===== src/riscv_pkg.sv =====
// ISA-level widths and types for an RV64 core.
// Only the encodings that the commit path decodes are listed here.
package riscv_pkg;

    localparam int XLEN       = 64;
    localparam int REG_ADDR_W = 5;
    localparam int INST_W     = 32;

    typedef logic [XLEN-1:0]       pc_t;
    typedef logic [XLEN-1:0]       data_t;
    typedef logic [INST_W-1:0]     inst_t;
    typedef logic [REG_ADDR_W-1:0] reg_addr_t;

    // SYSTEM opcode, funct12 = 1.
    localparam inst_t EBREAK_INST = 32'h0010_0073;

endpackage


===== src/commit_pkg.sv =====
// Commit buffer records and default sizes.
// Entry and completion records are packed, so they can cross ports whole.
package commit_pkg;

    localparam int DEFAULT_DEPTH = 8;
    localparam int NUM_WB_PORTS  = 3;

    // One completion from a writeback port, matched by PC.
    typedef struct packed {
        logic                 valid;
        riscv_pkg::pc_t       pc;
        logic                 wena;
        riscv_pkg::reg_addr_t addr;
        riscv_pkg::data_t     data;
    } wb_result_t;

    // One buffer entry as seen at the head.
    typedef struct packed {
        logic                 valid;
        logic                 done;
        riscv_pkg::pc_t       pc;
        riscv_pkg::inst_t     inst;
        logic                 wena;
        riscv_pkg::reg_addr_t addr;
        riscv_pkg::data_t     data;
    } commit_entry_t;

    typedef logic [31:0] count_t;

endpackage


===== src/commit_head_if.sv =====
// Head-of-buffer view shared by the buffer, the retire FSM and the status block.
// pop is a single-cycle strobe, sampled at the rising edge of clk.
`timescale 1ns/1ns

interface commit_head_if;

    import commit_pkg::*;

    logic          head_valid;
    logic          head_done;
    commit_entry_t head_entry;
    logic          pop;

    modport buffer (
        output head_valid,
        output head_done,
        output head_entry,
        input  pop
    );

    modport retire (
        input  head_valid,
        input  head_done,
        input  head_entry,
        output pop
    );

    // Passive view for the status block.
    modport monitor (
        input head_valid,
        input head_done,
        input head_entry,
        input pop
    );

endinterface


===== src/commit_buffer.sv =====
// Circular commit buffer with two dispatch slots and PC-matched completion.
// DEPTH must be a power of two, 4 or more. Slot 0 is older than slot 1.
// Allocated PCs must be unique while they are in the buffer.
// alloc_ready comes from the registered fill level only.
`timescale 1ns/1ns

module commit_buffer #(
    parameter int DEPTH = commit_pkg::DEFAULT_DEPTH
) (
    input  logic                    clk,
    input  logic                    arst_n,
    input  logic                    disp_valid [2],
    input  riscv_pkg::pc_t          disp_pc    [2],
    input  riscv_pkg::inst_t        disp_inst  [2],
    output logic                    alloc_ready,
    input  commit_pkg::wb_result_t  wb [commit_pkg::NUM_WB_PORTS],
    commit_head_if.buffer           head
);

    import riscv_pkg::*;
    import commit_pkg::*;

    localparam int PTR_W = $clog2(DEPTH);

    typedef logic [PTR_W-1:0] ptr_t;
    typedef logic [PTR_W:0]   cnt_t;

    localparam cnt_t ALLOC_LIMIT = cnt_t'(DEPTH - 2);

    logic [DEPTH-1:0] valid_q;
    logic [DEPTH-1:0] done_q;
    ptr_t             head_ptr;
    ptr_t             tail_ptr;
    cnt_t             count_q;

    pc_t              pc_q   [DEPTH];
    inst_t            inst_q [DEPTH];
    logic             wena_q [DEPTH];
    reg_addr_t        addr_q [DEPTH];
    data_t            data_q [DEPTH];

    logic [1:0]       fire;
    logic [1:0]       n_alloc;
    ptr_t             slot_ptr [2];
    logic [DEPTH-1:0] pc_match [NUM_WB_PORTS];
    logic [DEPTH-1:0] hit      [NUM_WB_PORTS];
    logic [DEPTH-1:0] done_set;

    assign alloc_ready = (count_q <= ALLOC_LIMIT);  // Two or more entries free.

    assign fire[0]     = alloc_ready & disp_valid[0];
    assign fire[1]     = alloc_ready & disp_valid[1];
    assign n_alloc     = {1'b0, fire[0]} + {1'b0, fire[1]};
    assign slot_ptr[0] = tail_ptr;
    assign slot_ptr[1] = tail_ptr + ptr_t'(1);

    always_comb begin
        done_set = '0;
        for (int p = 0; p < NUM_WB_PORTS; p++) begin
            for (int i = 0; i < DEPTH; i++) begin
                pc_match[p][i] = wb[p].valid & valid_q[i] & (pc_q[i] == wb[p].pc);
                hit[p][i]      = pc_match[p][i] & ~done_q[i];
            end
            done_set = done_set | hit[p];
        end
    end

    always_ff @(posedge clk or negedge arst_n) begin
        if (!arst_n) begin
            valid_q  <= '0;
            done_q   <= '0;
            head_ptr <= '0;
            tail_ptr <= '0;
            count_q  <= '0;
        end else begin
            done_q <= done_q | done_set;
            if (head.pop) begin
                valid_q[head_ptr] <= 1'b0;
                done_q[head_ptr]  <= 1'b0;
                head_ptr          <= head_ptr + ptr_t'(1);
            end
            for (int s = 0; s < 2; s++) begin
                if (fire[s]) begin
                    valid_q[slot_ptr[s]] <= 1'b1;
                    done_q[slot_ptr[s]]  <= 1'b0;
                end
            end
            tail_ptr <= tail_ptr + ptr_t'(n_alloc);
            count_q  <= count_q + cnt_t'(n_alloc) - cnt_t'(head.pop);
        end
    end

    always_ff @(posedge clk) begin
        for (int s = 0; s < 2; s++) begin
            if (fire[s]) begin
                pc_q[slot_ptr[s]]   <= disp_pc[s];
                inst_q[slot_ptr[s]] <= disp_inst[s];
            end
        end
        for (int i = 0; i < DEPTH; i++) begin
            for (int p = 0; p < NUM_WB_PORTS; p++) begin
                if (hit[p][i]) begin
                    wena_q[i] <= wb[p].wena;
                    addr_q[i] <= wb[p].addr;
                    data_q[i] <= wb[p].data;
                end
            end
        end
    end

    assign head.head_valid = valid_q[head_ptr];
    assign head.head_done  = valid_q[head_ptr] & done_q[head_ptr];
    assign head.head_entry = '{
        valid: valid_q[head_ptr],
        done:  done_q[head_ptr],
        pc:    pc_q[head_ptr],
        inst:  inst_q[head_ptr],
        wena:  wena_q[head_ptr],
        addr:  addr_q[head_ptr],
        data:  data_q[head_ptr]
    };

    // Dispatch must respect alloc_ready.
    a_no_alloc_when_full: assert property (@(posedge clk) disable iff (!arst_n)
        (disp_valid[0] || disp_valid[1]) |-> alloc_ready);

    // Retire logic only pops a completed head.
    a_pop_done_only: assert property (@(posedge clk) disable iff (!arst_n)
        head.pop |-> head.head_valid && head.head_done);

    for (genvar p = 0; p < NUM_WB_PORTS; p++) begin : g_match_chk
        a_unique_pc: assert property (@(posedge clk) disable iff (!arst_n)
            $onehot0(pc_match[p]));
    end

endmodule


===== src/retire_handshake.sv =====
// Four-phase req/ack write port for the head of the commit buffer.
// Write fields are registered when req rises and hold until req falls.
// A new req needs ack seen low first; halted blocks any new req.
`timescale 1ns/1ns

module retire_handshake (
    input  logic                 clk,
    input  logic                 arst_n,
    commit_head_if.retire        head,
    input  logic                 halted,
    output logic                 retire_req,
    output logic                 retire_wena,
    output riscv_pkg::reg_addr_t retire_addr,
    output riscv_pkg::data_t     retire_data,
    input  logic                 retire_ack
);

    typedef enum logic [1:0] {
        ST_IDLE,
        ST_REQ,
        ST_ACK_LOW
    } state_t;

    state_t state_q;
    logic   start;

    assign start    = (state_q == ST_IDLE) & ~retire_ack & head.head_valid
                      & head.head_done & ~halted;
    assign head.pop = (state_q == ST_REQ) & retire_ack;  // One cycle per transfer.

    always_ff @(posedge clk or negedge arst_n) begin
        if (!arst_n) begin
            state_q    <= ST_IDLE;
            retire_req <= 1'b0;
        end else begin
            case (state_q)
                ST_IDLE: begin
                    if (start) begin
                        state_q    <= ST_REQ;
                        retire_req <= 1'b1;
                    end
                end
                ST_REQ: begin
                    if (retire_ack) begin
                        state_q    <= ST_ACK_LOW;
                        retire_req <= 1'b0;
                    end
                end
                ST_ACK_LOW: begin
                    if (!retire_ack) begin
                        state_q <= ST_IDLE;
                    end
                end
                default: begin
                    state_q    <= ST_IDLE;
                    retire_req <= 1'b0;
                end
            endcase
        end
    end

    always_ff @(posedge clk) begin
        if (start) begin
            retire_wena <= head.head_entry.wena;
            retire_addr <= head.head_entry.addr;
            retire_data <= head.head_entry.data;
        end
    end

    a_stable_during_req: assert property (@(posedge clk) disable iff (!arst_n)
        $past(retire_req) && retire_req
        |-> $stable({retire_wena, retire_addr, retire_data}));

endmodule


===== src/commit_status_regs.sv =====
// Retire status: EBREAK trap capture, sticky halt and retired-instruction count.
// halted only clears on reset. The count wraps at 2^32.
`timescale 1ns/1ns

module commit_status_regs (
    input  logic              clk,
    input  logic              arst_n,
    commit_head_if.monitor    head,
    output logic              halted,
    output riscv_pkg::pc_t    halt_pc,
    output riscv_pkg::data_t  exit_code,
    output commit_pkg::count_t retired_count
);

    import riscv_pkg::*;

    logic ebreak_pop;

    assign ebreak_pop = head.pop & (head.head_entry.inst == EBREAK_INST);

    always_ff @(posedge clk or negedge arst_n) begin
        if (!arst_n) begin
            halted        <= 1'b0;
            halt_pc       <= '0;
            exit_code     <= '0;
            retired_count <= '0;
        end else begin
            if (head.pop) begin
                retired_count <= retired_count + 1'b1;
            end
            if (ebreak_pop) begin
                halted    <= 1'b1;
                halt_pc   <= head.head_entry.pc;
                exit_code <= head.head_entry.data;  // Data of the EBREAK itself.
            end
        end
    end

    // Retire FSM must stop once the trap is latched.
    a_no_pop_halted: assert property (@(posedge clk) disable iff (!arst_n)
        halted |-> !head.pop);

endmodule


===== src/commit_top.sv =====
// Commit buffer top level with plain ports.
// DEPTH must be a power of two, 4 or more.
// Dispatch slot 1 is only valid together with slot 0.
`timescale 1ns/1ns

module commit_top #(
    parameter int DEPTH = commit_pkg::DEFAULT_DEPTH
) (
    input  logic                 clk,
    input  logic                 arst_n,

    input  logic                 disp_valid0,
    input  riscv_pkg::pc_t       disp_pc0,
    input  riscv_pkg::inst_t     disp_inst0,
    input  logic                 disp_valid1,
    input  riscv_pkg::pc_t       disp_pc1,
    input  riscv_pkg::inst_t     disp_inst1,
    output logic                 alloc_ready,

    input  logic                 wb_valid [commit_pkg::NUM_WB_PORTS],
    input  riscv_pkg::pc_t       wb_pc    [commit_pkg::NUM_WB_PORTS],
    input  logic                 wb_wena  [commit_pkg::NUM_WB_PORTS],
    input  riscv_pkg::reg_addr_t wb_addr  [commit_pkg::NUM_WB_PORTS],
    input  riscv_pkg::data_t     wb_data  [commit_pkg::NUM_WB_PORTS],

    output logic                 retire_req,
    output logic                 retire_wena,
    output riscv_pkg::reg_addr_t retire_addr,
    output riscv_pkg::data_t     retire_data,
    input  logic                 retire_ack,

    output logic                 halted,
    output riscv_pkg::pc_t       halt_pc,
    output riscv_pkg::data_t     exit_code,
    output commit_pkg::count_t   retired_count
);

    import riscv_pkg::*;
    import commit_pkg::*;

    logic       disp_valid [2];
    pc_t        disp_pc    [2];
    inst_t      disp_inst  [2];
    wb_result_t wb [NUM_WB_PORTS];

    assign disp_valid = '{disp_valid0, disp_valid1};
    assign disp_pc    = '{disp_pc0, disp_pc1};
    assign disp_inst  = '{disp_inst0, disp_inst1};

    always_comb begin
        for (int p = 0; p < NUM_WB_PORTS; p++) begin
            wb[p] = '{valid: wb_valid[p], pc: wb_pc[p], wena: wb_wena[p],
                      addr: wb_addr[p], data: wb_data[p]};
        end
    end

    commit_head_if head_if ();

    commit_buffer #(
        .DEPTH (DEPTH)
    ) u_buffer (
        .clk         (clk),
        .arst_n      (arst_n),
        .disp_valid  (disp_valid),
        .disp_pc     (disp_pc),
        .disp_inst   (disp_inst),
        .alloc_ready (alloc_ready),
        .wb          (wb),
        .head        (head_if.buffer)
    );

    retire_handshake u_retire (
        .clk         (clk),
        .arst_n      (arst_n),
        .head        (head_if.retire),
        .halted      (halted),
        .retire_req  (retire_req),
        .retire_wena (retire_wena),
        .retire_addr (retire_addr),
        .retire_data (retire_data),
        .retire_ack  (retire_ack)
    );

    commit_status_regs u_status (
        .clk           (clk),
        .arst_n        (arst_n),
        .head          (head_if.monitor),
        .halted        (halted),
        .halt_pc       (halt_pc),
        .exit_code     (exit_code),
        .retired_count (retired_count)
    );

endmodule


===== config.mk =====
export PLATFORM = sky130hd
export DESIGN_NAME = commit_top
export DESIGN_NICKNAME = d
export VERILOG_FILES = /design/src/riscv_pkg.sv /design/src/commit_pkg.sv /design/src/commit_head_if.sv /design/src/commit_buffer.sv /design/src/retire_handshake.sv /design/src/commit_status_regs.sv /design/src/commit_top.sv
export SDC_FILE = /design/constraint.sdc
export NUM_CORES = 2
export LEC_CHECK = 0
export BUFFER_PORTS_ARGS = -buffer_cell sky130_fd_sc_hd__buf_2
export CAP_MARGIN = 10
export CORE_MARGIN = 2
export CORE_UTILIZATION = 30
export DETAILED_ROUTE_END_ITERATION = 16
export HOLD_SLACK_MARGIN = 0.06
export SYNTH_ARGS = -nofsm -noshare
export SYNTH_HDL_FRONTEND = slang
export SYNTH_SLANG_ARGS = --single-unit

===== constraint.sdc =====
create_clock -name clk -period 18.29 [get_ports clk]
set_input_delay 0.9145 -clock clk [delete_from_list [all_inputs] [get_ports clk]]
set_output_delay 0.9145 -clock clk [all_outputs]
set_load 0.03 [all_outputs]

==> summary.txt <==
Outcome
  – Status: finished with violations
  – Failing checks: capacitance limit, slew limit

Global route
  – First-pass GRT wire length: 950,000 um
  – Largest net degree at the start of global routing: 117
  – Antenna violations before repair: 140
  – GR Util All Layers: 0.442
  – Gr ovfl total: 0
  – Vias in the first global route: 80,400

Worst setup path
  – R2R depth: 9
  – Reg2reg setup slack: 11.70 ns
  – Worst Setup Path Type: reg2reg
  – Worst path cell trace: xnor2_1, nand4_1, nor4_1, nand3_1, nor4_4, buf_4, buf_4, mux2_1, mux2_1
  – Reg2reg start: u_buffer.pc_q[5][6]$_DFFE_PP_
  – CP bufs+invs: 2
  – Critical path data required time: 18.96 ns
  – Slowest cell delay on critical path: 1.24 ns
  – Top fanout value on the critical path: 46
  – R2r endpoint: u_buffer.data_q[5][62]$_DFFE_PP_
  – Data arrival, critical path: 7.27 ns
  – Crit start category: flop
  – CP max-delay cell: xnor2_1
  – Worst Setup SP: u_buffer.pc_q[5][6]$_DFFE_PP_
  – Delay-heaviest family, CP: simple AND/OR/NAND/NOR gates
  – Critical Path End Type: flop

CTS
  – CTS tree: done
  – Num Clock Sinks: 1,588
  – TritonCTS buffer count: 194
  – CTS root buf: clkbuf_16
  – H-Tree Depth: 4
  – Worst-path clk slew: 0.06 ns
  – CTS max path bufs: 4
  – Worst-skew pair later-pin latency: 1.00 ns

STA
  – Slew Viols, Final: 12
  – Endpoints failing setup: 0
  – Part of the cycle the worst path needs: 0.360
  – Clk_skew: 0.115 ns
  – Setup TNS: 0 ns
  – Worst hold margin: 0.283 ns
  – FMAX: 152 MHz
  – RSZ-0062 raised after global routing: false
  – Relative slew margins: -0.0408
  – Worst-Margin Slew: 1.55 ns
  – Final Hold Vio Count: 0
  – Post-route minimum period: 6.59 ns

Finish
  – # nets final: 9,572
  – Final instance area: 118,000 um^2
  – Most frequent cells in the layout: 1,398 x edfxtp_1, 1,300 x mux2_2, 897 x xor2_1
  – Area Growth Syn to Fin: 18.0%
  – Layout Cells excl Fill: 13,600
  – Proportion of layout cells with a drive suffix above 1: 0.334
  – Commonest non-fill, non-tap cell in the layout: edfxtp_1

Hold path
  – Hold depth: 2
  – HP Start: retire_ack
  – WHS Endpoint: u_retire.state_q[0]$_DFFE_PN0P_
  – Worst hold path type: in2reg

Yosys
  – Ys async rst share: 0.120
  – Synthesized area: 99,600 um^2
  – Post-synthesis sequential area ratio: 0.469
  – Avg Cell Area, Syn: 12.3 um^2
  – Syn_nets: 8,702
  – Synth Flop Type: edfxtp_1
  – Number of synthesized flops with an enable pin: 1,398
  – Flops & latches, synth: 1,588
  – Distinct cell type count after synthesis: 71
  – Post-Syn Instances: 8,087
  – Yosys warns: 0

Floorplan
  – Die X: 580 um
  – Die area: 337,000 um^2
  – Initial Util: 0.301
  – Num ports: 835
  – Rows: 211
  – Vert. Die Dim: 580 um
  – CORE AREA: 331,000 um^2

Drt
  – Detail-routed via count per cell: 6.33
  – Via count of the routed design: 86,100
  – Initial drt markers: 13,200
  – Iteration count of the initial detailed-routing pass: 8
  – Final wirelength: 768,000 um
  – Detail Route Antenna Nets: 0
  – Drt wl/cell: 56.5 um
  – DRC viols: 0

Placement
  – Hpwl dp: 586,000 um
  – Final Wtd Congestion: 1.13
  – PortBufs: 834
  – Inst Count DP: 13,100
  – Placed cell areas: 111,000 um^2

Flow run
  – # Max-Cap Violations: 4

Power and ir drop
  – Pleak: 43.7 nW
  – Total Power: 15.4 mW
  – P per Cell Area: 131 nW/um^2
  – Max VDD drop: 0.111 mV
==> report_power, final <==
part	leakage (nW)	switching [mW]	internal (mW)	total [mW]
Clock	3.13	1.74	2.28	4.02
Sequential	15.2	0.989	4.57	5.56
Combinational	25.3	4.22	1.65	5.87
==> through the flow <==
stage / utilization / setup WS, ns
floorplan: - / 8.79
global placement: 0.335 / 10.98
detailed placement: 0.335 / 11.04
CTS: 0.354 / 11.69
global route: 0.355 / 11.80
finish: 0.356 / 11.70
==> what timing repair did <==
action	CTS	global route
setup endpoints to repair	0	0
setup buffers	0	0
endpoints found under the hold margin	59	0
resized for setup	0	0
hold buffers	1	0
==> cells in the mapped netlist (all sizes together) (57+ instances only) <==
library cell / instances / area (um^2)
a21oi: 294 / 1470
a221oi: 70 / 619
a22oi: 74 / 556
buf: 207 / 1010
clkbuf: 384 / 1440
dfrtp: 190 / 4750
edfxtp: 1398 / 42000
mux2: 1739 / 19600
mux2i: 334 / 3340
mux4: 60 / 1350
nand2: 255 / 957
nand3: 73 / 365
nand4: 226 / 1410
nor2: 415 / 1560
nor4: 331 / 2080
o21ai: 57 / 285
xnor2: 652 / 5710
xor2: 908 / 7950
==> cell type report <==
cell class / instances / area, um^2
Timing Repair Buffer: 1265 / 7570
Sequential cell: 1588 / 46700
Clock buffer: 266 / 5500
Fill cell: 32500 / 213000
Clock inverter: 95 / 891
Antenna cell: 116 / 290
Multi-Input combinational cell: 5869 / 51000
Tap cell: 4366 / 5460
Inverter: 39 / 156
==> how the worst max path moves through the flow <==
stage	end	slack (ns)	cells past startpoint
2_1_floorplan	u_buffer.inst_q[0][0]$_DFFE_PP_	8.79	6
3_3_place_gp	u_buffer.data_q[3][11]$_DFFE_PP_	10.98	10
3_5_place_dp	u_buffer.data_q[3][11]$_DFFE_PP_	11.04	10
4_1_cts	u_buffer.data_q[3][15]$_DFFE_PP_	11.69	9
5_1_grt	u_buffer.data_q[5][62]$_DFFE_PP_	11.80	9
6_report	u_buffer.data_q[5][62]$_DFFE_PP_	11.70	9
==> per-layer routing <==
layer / vias to the layer above / share of wire / routed length, um / track usage
met2: 6849 / 0.42 / 319000 / 0.641
li1: 32200 / - / - / -
met5: - / 0.0010 / 796 / 0.00624
met3: 1775 / 0.11 / 81300 / 0.139
met1: 45200 / 0.39 / 297000 / 0.549
met4: 82 / 0.091 / 70000 / 0.327
==> cell families (layout without fill, tap and decap cells) <==
logic type,after synthesis,in the layout,synth area share
muxes,2133,2133,0.244
DFF,1588,1588,0.469
xor gates and xnor gates,1560,1560,0.137
and+or+nand+nor,1471,1471,0.0758
AOI/OAI and AO/OA,692,692,0.0460
buffers and inverters,630,1665,0.0261
adders and majority gates,13,13,0.00178
other,0,116,0
==> registers in the layout, summed over array words and instances (netlist names), 3 cells and up <==
register and flops:
u_retire.retire_addr 5, u_buffer.count_q 4, u_buffer.addr_q 40, u_buffer.data_q 512
u_buffer.head_ptr 3, u_buffer.valid_q 8, u_retire.retire_data 64, u_buffer.done_q 8
u_status.halt_pc 64, u_buffer.pc_q 512, u_status.exit_code 64, u_status.retired_count 32
u_buffer.wena_q 8, u_buffer.inst_q 256, u_buffer.tail_ptr 3
No activity file was read; power rests on OpenSTA's default activity.
